==> src/alut_pkg.sv <==
`default_nettype none

package alut_pkg;

   // widths shared by all lookup blocks
   localparam int mac_w   = 48;   // ethernet mac address
   localparam int port_w  = 2;    // source port number
   localparam int dmask_w = 5;    // four port bits plus broadcast
   localparam int time_w  = 32;   // current time and stamps

   // apb word addresses
   typedef enum logic [6:0] {
      al_frm_d_addr_l   = 7'h00,
      al_frm_d_addr_u   = 7'h04,
      al_frm_s_addr_l   = 7'h08,
      al_frm_s_addr_u   = 7'h0c,
      al_s_port         = 7'h10,
      al_d_port         = 7'h14,  // read only
      al_mac_addr_l     = 7'h18,
      al_mac_addr_u     = 7'h1c,
      al_cur_time       = 7'h20,  // read only
      al_bb_age         = 7'h24,
      al_div_clk        = 7'h28,
      al_status         = 7'h2c,  // read only
      al_command        = 7'h30,
      al_lst_inv_addr_l = 7'h34,  // read only
      al_lst_inv_addr_u = 7'h38,  // read only
      al_lst_inv_port   = 7'h3c   // read only
   } al_reg_e;

   typedef enum logic [1:0] {
      cmd_none  = 2'd0,
      cmd_check = 2'd1,   // lookup dest, learn source
      cmd_age   = 2'd2,   // scan and drop stale entries
      cmd_rsvd  = 2'd3    // no block reacts
   } al_cmd_e;

   typedef enum logic [1:0] {chk_idle, chk_lookup, chk_learn} chk_state_e;

   typedef enum logic {age_idle, age_scan} age_state_e;

endpackage

`default_nettype wire
==> src/alut_top.sv <==
`timescale 1ns/1ps
`default_nettype none

module alut_top
#(
   parameter int n_entries = 4
)
(
   input  logic        pclk4,
   input  logic        n_p_reset4,
   input  logic        psel,
   input  logic        penable,
   input  logic        pwrite,
   input  logic [6:0]  paddr,
   input  logic [31:0] pwdata,
   output logic [31:0] prdata
);
   import alut_pkg::*;

   // register bank outputs
   logic [mac_w-1:0]             mac_addr;
   logic [mac_w-1:0]             d_addr;
   logic [mac_w-1:0]             s_addr;
   logic [port_w-1:0]            s_port;
   logic [time_w-1:0]            best_bfr_age;
   logic [7:0]                   div_clk;
   al_cmd_e                      command;
   logic                         clear_reused;
   logic [time_w-1:0]            curr_time;

   // checker results
   logic                         add_check_active;
   logic                         age_check_active;
   logic                         inval_in_prog;
   logic                         reused;
   logic [dmask_w-1:0]           d_port;
   logic [mac_w-1:0]             lst_inv_addr_nrm;
   logic [port_w-1:0]            lst_inv_port_nrm;
   logic [mac_w-1:0]             lst_inv_addr_cmd;
   logic [port_w-1:0]            lst_inv_port_cmd;

   // table read port between the checkers
   logic [$clog2(n_entries)-1:0] tbl_idx;
   logic                         tbl_inval;
   logic                         tbl_valid;
   logic [mac_w-1:0]             tbl_addr;
   logic [port_w-1:0]            tbl_port;
   logic [time_w-1:0]            tbl_stamp;

   alut_reg_bank i_reg_bank (.*);

   alut_timer i_timer (.*);

   alut_addr_checker #(.n_entries(n_entries)) i_addr_checker (.*);

   alut_age_checker #(.n_entries(n_entries)) i_age_checker (.*);

endmodule

`default_nettype wire

==> src/alut_age_checker.sv <==
`timescale 1ns/1ps
`default_nettype none

module alut_age_checker
#(
   parameter int n_entries = 4
)
(
   input  logic                            pclk4,
   input  logic                            n_p_reset4,
   input  alut_pkg::al_cmd_e               command,
   input  logic [alut_pkg::time_w-1:0]     curr_time,
   input  logic [alut_pkg::time_w-1:0]     best_bfr_age,
   input  logic                            tbl_valid,
   input  logic [alut_pkg::mac_w-1:0]      tbl_addr,
   input  logic [alut_pkg::port_w-1:0]     tbl_port,
   input  logic [alut_pkg::time_w-1:0]     tbl_stamp,
   output logic [$clog2(n_entries)-1:0]    tbl_idx,
   output logic                            tbl_inval,
   output logic                            age_check_active,
   output logic                            inval_in_prog,
   output logic [alut_pkg::mac_w-1:0]      lst_inv_addr_cmd,
   output logic [alut_pkg::port_w-1:0]     lst_inv_port_cmd
);
   import alut_pkg::*;

   localparam int idx_w = $clog2(n_entries);

   age_state_e        state;
   logic [time_w-1:0] entry_age;    // modulo time since last learn

   assign entry_age = curr_time - tbl_stamp;

   // drop the entry under the scan pointer if it is stale
   assign tbl_inval = (state == age_scan) & tbl_valid & (entry_age > best_bfr_age);

   assign inval_in_prog    = tbl_inval;    // one cycle per dropped entry
   assign lst_inv_addr_cmd = tbl_addr;
   assign lst_inv_port_cmd = tbl_port;
   assign age_check_active = (state == age_scan);

   // one entry per cycle, ascending
   always_ff @(posedge pclk4 or negedge n_p_reset4)
   begin
      if (!n_p_reset4)
      begin
         state   <= age_idle;
         tbl_idx <= '0;
      end
      else
      begin
         case (state)
            age_idle :
               if (command == cmd_age)
               begin
                  state   <= age_scan;
                  tbl_idx <= '0;
               end
            default :
               if (tbl_idx == idx_w'(n_entries - 1))
                  state <= age_idle;              // last entry done
               else
                  tbl_idx <= tbl_idx + 1'b1;
         endcase
      end
   end

endmodule

`default_nettype wire

==> src/alut_addr_checker.sv <==
`timescale 1ns/1ps
`default_nettype none

module alut_addr_checker
#(
   parameter int n_entries = 4
)
(
   input  logic                            pclk4,
   input  logic                            n_p_reset4,
   input  alut_pkg::al_cmd_e               command,
   input  logic [alut_pkg::mac_w-1:0]      mac_addr,
   input  logic [alut_pkg::mac_w-1:0]      d_addr,
   input  logic [alut_pkg::mac_w-1:0]      s_addr,
   input  logic [alut_pkg::port_w-1:0]     s_port,
   input  logic [alut_pkg::time_w-1:0]     curr_time,
   input  logic                            clear_reused,
   input  logic [$clog2(n_entries)-1:0]    tbl_idx,
   input  logic                            tbl_inval,
   output logic [alut_pkg::dmask_w-1:0]    d_port,
   output logic                            add_check_active,
   output logic                            reused,
   output logic [alut_pkg::mac_w-1:0]      lst_inv_addr_nrm,
   output logic [alut_pkg::port_w-1:0]     lst_inv_port_nrm,
   output logic                            tbl_valid,
   output logic [alut_pkg::mac_w-1:0]      tbl_addr,
   output logic [alut_pkg::port_w-1:0]     tbl_port,
   output logic [alut_pkg::time_w-1:0]     tbl_stamp
);
   import alut_pkg::*;

   localparam int idx_w = $clog2(n_entries);

   chk_state_e           state;
   logic [n_entries-1:0] ent_valid;
   logic [mac_w-1:0]     ent_addr  [n_entries];
   logic [port_w-1:0]    ent_port  [n_entries];
   logic [time_w-1:0]    ent_stamp [n_entries];
   logic [idx_w-1:0]     rr_ptr;          // next victim when full

   logic                 d_hit;
   logic [port_w-1:0]    d_hit_port;
   logic                 s_hit;
   logic [idx_w-1:0]     s_hit_idx;
   logic                 free_found;
   logic [idx_w-1:0]     free_idx;
   logic [idx_w-1:0]     wr_idx;          // entry touched in learn
   logic                 victim;          // learn must overwrite
   logic [dmask_w-1:0]   miss_mask;

   // ------------------------------------------------------------------------
   // single cycle associative search
   // ------------------------------------------------------------------------
   always_comb
   begin
      d_hit      = 1'b0;
      d_hit_port = '0;
      s_hit      = 1'b0;
      s_hit_idx  = '0;
      free_found = 1'b0;
      free_idx   = '0;
      for (int i = n_entries - 1; i >= 0; i--)   // downward, lowest wins
      begin
         if (ent_valid[i] && (ent_addr[i] == d_addr))
         begin
            d_hit      = 1'b1;
            d_hit_port = ent_port[i];
         end
         if (ent_valid[i] && (ent_addr[i] == s_addr))
         begin
            s_hit     = 1'b1;
            s_hit_idx = idx_w'(i);
         end
         if (!ent_valid[i])
         begin
            free_found = 1'b1;
            free_idx   = idx_w'(i);
         end
      end
   end

   assign victim    = ~s_hit & ~free_found;
   assign wr_idx    = s_hit ? s_hit_idx : (free_found ? free_idx : rr_ptr);
   assign miss_mask = ~(dmask_w'(1) << s_port);   // broadcast bit stays set

   assign add_check_active = (state != chk_idle);

   // table read port for the age scan
   assign tbl_valid = ent_valid[tbl_idx];
   assign tbl_addr  = ent_addr[tbl_idx];
   assign tbl_port  = ent_port[tbl_idx];
   assign tbl_stamp = ent_stamp[tbl_idx];

   // idle -> lookup -> learn -> idle
   always_ff @(posedge pclk4 or negedge n_p_reset4)
   begin
      if (!n_p_reset4)
      begin
         state  <= chk_idle;
         d_port <= '0;
      end
      else
      begin
         case (state)
            chk_idle :
               if (command == cmd_check)
                  state <= chk_lookup;
            chk_lookup :
            begin
               state <= chk_learn;
               if (d_addr == mac_addr)
                  d_port <= '0;                          // for the switch itself
               else if (d_hit)
                  d_port <= dmask_w'(1) << d_hit_port;   // known port
               else
                  d_port <= miss_mask;                   // flood
            end
            default :
               state <= chk_idle;
         endcase
      end
   end

   // valid bits, victim pointer and sticky reused flag
   always_ff @(posedge pclk4 or negedge n_p_reset4)
   begin
      if (!n_p_reset4)
      begin
         ent_valid <= '0;
         rr_ptr    <= '0;
         reused    <= 1'b0;
      end
      else
      begin
         if (clear_reused)
            reused <= 1'b0;
         if (tbl_inval)
            ent_valid[tbl_idx] <= 1'b0;
         if (state == chk_learn)
         begin
            ent_valid[wr_idx] <= 1'b1;
            if (victim)
            begin
               reused <= 1'b1;
               rr_ptr <= (rr_ptr == idx_w'(n_entries - 1)) ? '0 : rr_ptr + 1'b1;
            end
         end
      end
   end

   // entry payload
   always_ff @(posedge pclk4)
   begin
      if (state == chk_learn)
      begin
         ent_addr[wr_idx]  <= s_addr;       // unchanged on refresh
         ent_port[wr_idx]  <= s_port;
         ent_stamp[wr_idx] <= curr_time;
         if (victim)
         begin
            lst_inv_addr_nrm <= ent_addr[rr_ptr];
            lst_inv_port_nrm <= ent_port[rr_ptr];
         end
      end
   end

endmodule

`default_nettype wire

==> src/alut_timer.sv <==
`timescale 1ns/1ps
`default_nettype none

module alut_timer
(
   input  logic                          pclk4,
   input  logic                          n_p_reset4,
   input  logic [7:0]                    div_clk,
   output logic [alut_pkg::time_w-1:0]   curr_time
);

   logic [7:0] presc;   // cycles left in this tick

   // one tick every div_clk+1 cycles
   always_ff @(posedge pclk4 or negedge n_p_reset4)
   begin
      if (!n_p_reset4)
      begin
         presc     <= '0;
         curr_time <= '0;
      end
      else if (presc == 8'd0)
      begin
         presc     <= div_clk;              // reload picks up new divider
         curr_time <= curr_time + 1'b1;     // free running, wraps
      end
      else
         presc <= presc - 8'd1;
   end

endmodule

`default_nettype wire

==> src/alut_reg_bank.sv <==
`timescale 1ns/1ps
`default_nettype none

module alut_reg_bank
(
   input  logic                           pclk4,
   input  logic                           n_p_reset4,
   input  logic                           psel,
   input  logic                           penable,
   input  logic                           pwrite,
   input  logic [6:0]                     paddr,
   input  logic [31:0]                    pwdata,
   input  logic [alut_pkg::time_w-1:0]    curr_time,
   input  logic                           add_check_active,
   input  logic                           age_check_active,
   input  logic                           inval_in_prog,
   input  logic                           reused,
   input  logic [alut_pkg::dmask_w-1:0]   d_port,
   input  logic [alut_pkg::mac_w-1:0]     lst_inv_addr_nrm,
   input  logic [alut_pkg::port_w-1:0]    lst_inv_port_nrm,
   input  logic [alut_pkg::mac_w-1:0]     lst_inv_addr_cmd,
   input  logic [alut_pkg::port_w-1:0]    lst_inv_port_cmd,
   output logic [alut_pkg::mac_w-1:0]     mac_addr,
   output logic [alut_pkg::mac_w-1:0]     d_addr,
   output logic [alut_pkg::mac_w-1:0]     s_addr,
   output logic [alut_pkg::port_w-1:0]    s_port,
   output logic [alut_pkg::time_w-1:0]    best_bfr_age,
   output logic [7:0]                     div_clk,
   output alut_pkg::al_cmd_e              command,
   output logic [31:0]                    prdata,
   output logic                           clear_reused
);
   import alut_pkg::*;

   logic                read_en;        // apb setup phase of a read
   logic                write_en;       // apb access phase of a write
   logic                active;         // either checker busy

   logic [31:0]         frm_d_addr_l;
   logic [15:0]         frm_d_addr_u;
   logic [31:0]         frm_s_addr_l;
   logic [15:0]         frm_s_addr_u;
   logic [31:0]         mac_addr_l;
   logic [15:0]         mac_addr_u;
   logic [31:0]         lst_inv_addr_l;
   logic [15:0]         lst_inv_addr_u;
   logic [port_w-1:0]   lst_inv_port;

   assign read_en  = psel & ~penable & ~pwrite;
   assign write_en = psel & penable & pwrite;
   assign active   = add_check_active | age_check_active;

   assign mac_addr = {mac_addr_u, mac_addr_l};
   assign d_addr   = {frm_d_addr_u, frm_d_addr_l};
   assign s_addr   = {frm_s_addr_u, frm_s_addr_l};

   // status read acknowledges the overwrite flag, but not mid-check
   assign clear_reused = read_en & (paddr == al_status) & ~active;

   // ------------------------------------------------------------------------
   // read mux, registered so data sits in the access phase
   // ------------------------------------------------------------------------
   always_ff @(posedge pclk4 or negedge n_p_reset4)
   begin
      if (!n_p_reset4)
         prdata <= '0;
      else if (read_en)
      begin
         case (paddr)
            al_frm_d_addr_l   : prdata <= frm_d_addr_l;
            al_frm_d_addr_u   : prdata <= 32'(frm_d_addr_u);
            al_frm_s_addr_l   : prdata <= frm_s_addr_l;
            al_frm_s_addr_u   : prdata <= 32'(frm_s_addr_u);
            al_s_port         : prdata <= 32'(s_port);
            al_d_port         : prdata <= 32'(d_port);
            al_mac_addr_l     : prdata <= mac_addr_l;
            al_mac_addr_u     : prdata <= 32'(mac_addr_u);
            al_cur_time       : prdata <= curr_time;
            al_bb_age         : prdata <= best_bfr_age;
            al_div_clk        : prdata <= 32'(div_clk);
            al_status         : prdata <= {29'd0, reused, inval_in_prog, active};
            al_lst_inv_addr_l : prdata <= lst_inv_addr_l;
            al_lst_inv_addr_u : prdata <= 32'(lst_inv_addr_u);
            al_lst_inv_port   : prdata <= 32'(lst_inv_port);
            default           : prdata <= '0;   // hole in the map
         endcase
      end
      else
         prdata <= '0;                           // bus quiet outside reads
   end

   // ------------------------------------------------------------------------
   // software writable registers
   // ------------------------------------------------------------------------
   always_ff @(posedge pclk4 or negedge n_p_reset4)
   begin
      if (!n_p_reset4)
      begin
         frm_d_addr_l <= '0;
         frm_d_addr_u <= '0;
         frm_s_addr_l <= '0;
         frm_s_addr_u <= '0;
         s_port       <= '0;
         mac_addr_l   <= '0;
         mac_addr_u   <= '0;
         best_bfr_age <= '1;     // nothing ages out by default
         div_clk      <= '0;
      end
      else if (write_en)
      begin
         case (paddr)
            al_frm_d_addr_l : frm_d_addr_l <= pwdata;
            al_frm_d_addr_u : frm_d_addr_u <= pwdata[15:0];
            al_frm_s_addr_l : frm_s_addr_l <= pwdata;
            al_frm_s_addr_u : frm_s_addr_u <= pwdata[15:0];
            al_s_port       : s_port       <= pwdata[port_w-1:0];
            al_mac_addr_l   : mac_addr_l   <= pwdata;
            al_mac_addr_u   : mac_addr_u   <= pwdata[15:0];
            al_bb_age       : best_bfr_age <= pwdata;
            al_div_clk      : div_clk      <= pwdata[7:0];
            default         : ;              // read only or command
         endcase
      end
   end

   // one-shot command, drops back to none after a single cycle
   always_ff @(posedge pclk4 or negedge n_p_reset4)
   begin
      if (!n_p_reset4)
         command <= cmd_none;
      else if (command != cmd_none)
         command <= cmd_none;
      else if (write_en && (paddr == al_command))
         command <= al_cmd_e'(pwdata[1:0]);
   end

   // ------------------------------------------------------------------------
   // last invalidated entry
   // ------------------------------------------------------------------------
   always_ff @(posedge pclk4 or negedge n_p_reset4)
   begin
      if (!n_p_reset4)
      begin
         lst_inv_addr_l <= '0;
         lst_inv_addr_u <= '0;
         lst_inv_port   <= '0;
      end
      else if (reused)           // overwrite by learning has priority
      begin
         lst_inv_addr_l <= lst_inv_addr_nrm[31:0];
         lst_inv_addr_u <= lst_inv_addr_nrm[47:32];
         lst_inv_port   <= lst_inv_port_nrm;
      end
      else if (inval_in_prog)    // aged out by scan
      begin
         lst_inv_addr_l <= lst_inv_addr_cmd[31:0];
         lst_inv_addr_u <= lst_inv_addr_cmd[47:32];
         lst_inv_port   <= lst_inv_port_cmd;
      end
   end

endmodule

`default_nettype wire

==> config.mk <==
export PLATFORM = sky130hd
export DESIGN_NAME = alut_top
export DESIGN_NICKNAME = d
export VERILOG_FILES = /design/src/alut_pkg.sv /design/src/alut_top.sv /design/src/alut_age_checker.sv /design/src/alut_addr_checker.sv /design/src/alut_timer.sv /design/src/alut_reg_bank.sv
export SDC_FILE = /design/constraint.sdc
export NUM_CORES = 2
export LEC_CHECK = 0
export ABC_CLOCK_PERIOD_IN_PS = 12900
export BUFFER_PORTS_ARGS = -buffer_cell sky130_fd_sc_hd__buf_2
export CELL_PAD_IN_SITES_DETAIL_PLACEMENT = 1
export CELL_PAD_IN_SITES_GLOBAL_PLACEMENT = 1
export CORE_MARGIN = 2
export CORE_UTILIZATION = 40
export CTS_BUF_LIST = sky130_fd_sc_hd__clkbuf_4
export CTS_CLUSTER_SIZE = 12
export DETAILED_ROUTE_END_ITERATION = 6
export GPL_ROUTABILITY_DRIVEN = 0
export HOLD_SLACK_MARGIN = 0.05
export PLACE_DENSITY = 0.64
export SYNTH_ARGS = -nofsm -noshare
export SYNTH_HDL_FRONTEND = slang
export SYNTH_SLANG_ARGS = --single-unit
export TNS_END_PERCENT = 10
==> constraint.sdc <==
create_clock -name pclk4 -period 12.9 [get_ports pclk4]
set_input_delay 2.58 -clock pclk4 [delete_from_list [all_inputs] [get_ports pclk4]]
set_output_delay 2.58 -clock pclk4 [all_outputs]
set_load 0.1 [all_outputs]
==> summary by stage <==
Clock network
The number of buffers created by CTS is 190. The clock latency at the later pin of the worst-skew pair is 1.14 ns. The maximum number of buffers from clock root to sink is 3. The clock-pin slew on the worst setup and hold paths is 0.07 ns. Clock tree synthesis selected as its root buffer the cell sky130_fd_sc_hd__clkbuf_4. The number of hold buffers added after CTS was 0.

The TritonCTS clock tree is done. The number of gates given a new drive strength after cts is 0. The post-CTS setup buffer count is 0. The H-tree generated during clock tree synthesis spans 4 levels. The CTS sink count is 705.

Logic synthesis
The count of flip-flops with a built-in enable after synthesis is 378. The synthesized area per cell is 13.2 µm². For this run, the leading register cell type out of synthesis is sky130_fd_sc_hd__edfxtp_1. The share of synthesized area spent on multiplexers is 15.7%. After synthesis, the largest family of logic cells by area is multiplexers. The xor/xnor cell area share of the yosys netlist is 11.4%. The number of different library cells used by synthesis comes to 72. The simple-gate area share of the yosys netlist is 6.68%. The mapped netlist covers 36,400 µm². For this run, asynchronously set or reset flops after synthesis account for 46.4%. The total of warnings raised by yosys is 0. The share of the synthesized area in compound gates (AO/OA/AOI/OAI) is 6.83%. The number of register bits inferred by synthesis is 705.

The adder-cell area share of the yosys netlist is 2.50%. The number of nets in the synthesized netlist is 2,861. The register area share after synthesis is 53.8%. After technology mapping, the gate count stands at 2,745.

Layout
The relative area change from synthesis to final layout is 11.4%. The fraction of layout cells with a size suffix above 1 is 27.3%. The number of filler instances in the final layout is 9,436. The number of nets at the end of the flow is 2,979. The finished layout holds 4,207 standard cells, fillers aside.

Place
The count of placed standard cells including taps is 3,846. The count of buffers added on input and output ports is 75. The detailed-placement wirelength estimate is 98.8 mm.

STA
The final number of setup-violating endpoints is 0. The final worst-path cycle share is 56.8%. The summed negative setup slack over all endpoints is 0 ns. The final hold violation count is 0. Headroom to the max-slew limit came out at 15.0%.

Derived from the worst setup path, the maximum achievable clock frequency is 137 MHz. The worst clock skew on the final layout is 0.105 ns. The number of slew-limit violations in the final report came to 0. The routed design could run at a clock period as short as 7.33 ns.

Setup repair after global routing left no endpoint under its margin. At the pin with the least slew margin, the transition time is 1.27 ns.

Min path
The class of the tightest hold or removal check is reg -> reg. The worst hold path passes through 2 cells.

Die
The die width is 306 µm. The area of the die is 93,300 µm². The floorplan has 110 rows. For this configuration, the core starts out at a cell density of 40.4%.

In this run the count of I/O pins placed on the die edge is 76. The floorplan core area is 90,000 µm². The die is 306 µm tall.

Global routing
The first-pass GRT wire length is 199 mm. The sum of overflow across all layers after global routing is 0. The global-route usage over all layers is 29.9%. The initial antenna violation count is 6.

Entering global routing, the biggest net connects 102 pins. The number of global-route vias before repair is 26,900.

Setup path
For the worst setup path, the data arrival time is 8.22 ns. Along the worst path, the maximum fanout reaches 55. For the worst flop-to-flop path, the logic depth is 22. STA classifies the critical path startpoint as a register.

The data required time at the worst endpoint is 13.79 ns. The category of the critical setup timing path is reg -> reg. The setup check on the worst reg-to-reg path leaves a slack of 5.57 ns. STA classifies the critical path endpoint as a register.

Pwr
The internal power of the cells totals 3970 µW. Net switching is 30.0% of the power. The worst voltage drop across the vdd grid is 0.0804 mV. The relative contribution of sequential cells to total power is 44.8%.

Per report_power, the clock group accounts for 37.4% of the total. The total net switching power is 1700 µW. The leakage power figure is 0.0154 µW. Per report_power, the combinational group accounts for 17.7% of the total.

The cell area power density is 140 nW/µm².

Route
The routed layout has 26,100 vias. Wires add up to 140 mm. Using the TritonRoute via totals, the vias-per-cell ratio works out to 6.21. The DRC violation count after routing is 0. The number of search-and-repair iterations in the first detailed-routing pass is 6.

The count of nets left with antenna violations once routing finished came out at 0. The violation count after the first detailed-route iteration is 2,979. The routed length per instance is 33.2 µm.

Flow run
The count of maximum capacitance violations is 0.

Outcome
The flow ran to the end, and the final reports show no timing, DRC or antenna violations.
## area by class of cell
type	instances	area (µm²)	share of cell area [%]
flip-flops and latches	705	19600	48.4
multi-input cells	1745	15800	38.9
clock buffers	293	2200	5.43
well taps	1176	1470	3.63
repair buffers	116	691	1.71
inverters	105	394	0.973
clock inverters	65	387	0.955
diodes	2	5.00	0.0124
## layout by cell type, fill, tap and decap left out, drive strengths merged, types with 8 or more instances in the layout
| cell type | n |
|---|---|
| mux4 | 133 |
| nor2 | 78 |
| nand2b | 10 |
| a22o | 11 |
| dfstp | 32 |
| nor3 | 18 |
| mux2i | 53 |
| nand3 | 37 |
| a21o | 14 |
| nand4 | 73 |
| or2 | 8 |
| xor2 | 260 |
| inv | 112 |
| buf | 116 |
| a21oi | 48 |
| a221oi | 13 |
| a22oi | 66 |
| and3 | 10 |
| edfxtp | 378 |
| a31oi | 33 |
| clkinv | 52 |
| o21ai | 86 |
| mux2 | 193 |
| dfrtp | 295 |
| clkbuf | 293 |
| o21a | 10 |
| nand2 | 115 |
| ha | 71 |
| a222oi | 34 |
| xnor2 | 214 |
| nor4 | 72 |
| nor2b | 10 |
## power by group through the flow
stage          Sequential, µW  Clock (µW)  Combinational (µW)
5_1_grt                  2560        2280                1090
3_3_place_gp             2590           0                 955
4_1_cts                  2550        2170                1010
3_5_place_dp             2590           0                1000
2_1_floorplan            2490           0                 752
6_report                 2540        2120                1010
## flip-flops by register name, summed over array words and instances, names as in the netlist, 4 cells and up
| signal | cells |
|---|---|
| i_reg_bank.frm_s_addr_u | 16 |
| i_reg_bank.frm_d_addr_l | 32 |
| i_addr_checker.ent_port | 8 |
| i_addr_checker.ent_valid | 4 |
| i_reg_bank.best_bfr_age | 32 |
| i_addr_checker.lst_inv_addr_nrm | 48 |
| i_reg_bank.frm_d_addr_u | 16 |
| i_reg_bank.mac_addr_u | 16 |
| i_addr_checker.ent_stamp | 128 |
| i_addr_checker.ent_addr | 192 |
| i_reg_bank.prdata | 32 |
| i_reg_bank.lst_inv_addr_u | 16 |
| i_reg_bank.lst_inv_addr_l | 32 |
| i_addr_checker.d_port | 5 |
| i_reg_bank.div_clk | 8 |
| i_reg_bank.mac_addr_l | 32 |
| i_timer.curr_time | 32 |
| i_reg_bank.frm_s_addr_l | 32 |
| i_timer.presc | 8 |
## logic make-up after synthesis
kind of cell	after synthesis
compound gates	361
xor+xnor	474
fa+ha+maj	72
buf+inv	295
mux	379
flops	705
simple gates	459
## critical path, cell delays in order (launching register included)
cell and delay, ns:
sky130_fd_sc_hd__dfrtp_4 0.87, sky130_fd_sc_hd__mux4_2 0.60, sky130_fd_sc_hd__inv_1 0.08, sky130_fd_sc_hd__ha_1 0.24, sky130_fd_sc_hd__o211ai_1 0.12, sky130_fd_sc_hd__a21o_1 0.19, sky130_fd_sc_hd__and3_1 0.17, sky130_fd_sc_hd__o41a_1 0.55
sky130_fd_sc_hd__o311ai_1 0.44, sky130_fd_sc_hd__nand3_1 0.18, sky130_fd_sc_hd__a32oi_1 0.36, sky130_fd_sc_hd__mux2i_1 0.24, sky130_fd_sc_hd__nand4_1 0.12, sky130_fd_sc_hd__ha_1 0.32, sky130_fd_sc_hd__nand4_1 0.12, sky130_fd_sc_hd__nor2_1 0.17
sky130_fd_sc_hd__nand4_1 0.15, sky130_fd_sc_hd__or3_1 0.43, sky130_fd_sc_hd__o21bai_1 0.22, sky130_fd_sc_hd__a21oi_4 0.17, sky130_fd_sc_hd__buf_4 0.87, sky130_fd_sc_hd__mux2i_1 0.30, sky130_fd_sc_hd__o21ai_0 0.11
## final timing paths
kind                                                     start                       endpoint
max in group asynchronous                           n_p_reset4          i_reg_bank.prdata[12]
hold / removal             i_addr_checker.lst_inv_addr_nrm[35]   i_reg_bank.lst_inv_addr_u[3]
setup / recovery                      i_age_checker.tbl_idx[0]  i_reg_bank.lst_inv_addr_l[22]
min in group asynchronous                           n_p_reset4  i_reg_bank.lst_inv_addr_l[23]
hold reg to reg            i_addr_checker.lst_inv_addr_nrm[35]   i_reg_bank.lst_inv_addr_u[3]
setup reg to reg                      i_age_checker.tbl_idx[0]  i_reg_bank.lst_inv_addr_l[22]
## synthesized netlist by cell type, types with 33 or more instances
cell,number,area [µm²]
sky130_fd_sc_hd__o21ai_0,78,390
sky130_fd_sc_hd__nand4_1,72,450
sky130_fd_sc_hd__edfxtp_1,378,11400
sky130_fd_sc_hd__nor2_1,76,285
sky130_fd_sc_hd__xnor2_1,214,1870
sky130_fd_sc_hd__a22oi_1,66,495
sky130_fd_sc_hd__nand3_1,35,175
sky130_fd_sc_hd__a222oi_1,34,340
sky130_fd_sc_hd__mux2i_1,53,531
sky130_fd_sc_hd__mux2_2,190,2140
sky130_fd_sc_hd__dfrtp_1,295,7380
sky130_fd_sc_hd__mux4_2,133,3000
sky130_fd_sc_hd__xor2_1,260,2280
sky130_fd_sc_hd__clkbuf_1,148,556
sky130_fd_sc_hd__nor4_1,71,444
sky130_fd_sc_hd__inv_1,105,394
sky130_fd_sc_hd__a21oi_1,48,240
sky130_fd_sc_hd__buf_1,33,124
sky130_fd_sc_hd__a31oi_1,33,206
sky130_fd_sc_hd__ha_1,71,888
sky130_fd_sc_hd__nand2_1,115,432
## metal layers
metal	vias up	global-route usage [%]	routed length, µm	part of all wire [%]
met5	-	0	13	0.0093
met3	359	7.57	13900	9.9
met4	2	16.0	7800	5.6
met2	1560	45.0	62400	45
li1	10600	-	-	-
met1	13600	39.8	55500	40
## stage by stage
step	total power, µW	setup WS [ns]	utilization, %	hold slack, ns	cell area (µm²)
2_1_floorplan	3240	6.38	-	0.426	36400
3_3_place_gp	3540	5.82	42.1	0.433	37900
4_1_cts	5730	5.51	45.0	0.416	40500
6_report	5670	5.57	45.0	0.403	40500
5_1_grt	5930	5.09	45.0	0.451	40500
3_5_place_dp	3590	5.58	42.1	0.444	37900
(Power assumes the default switching activity.)
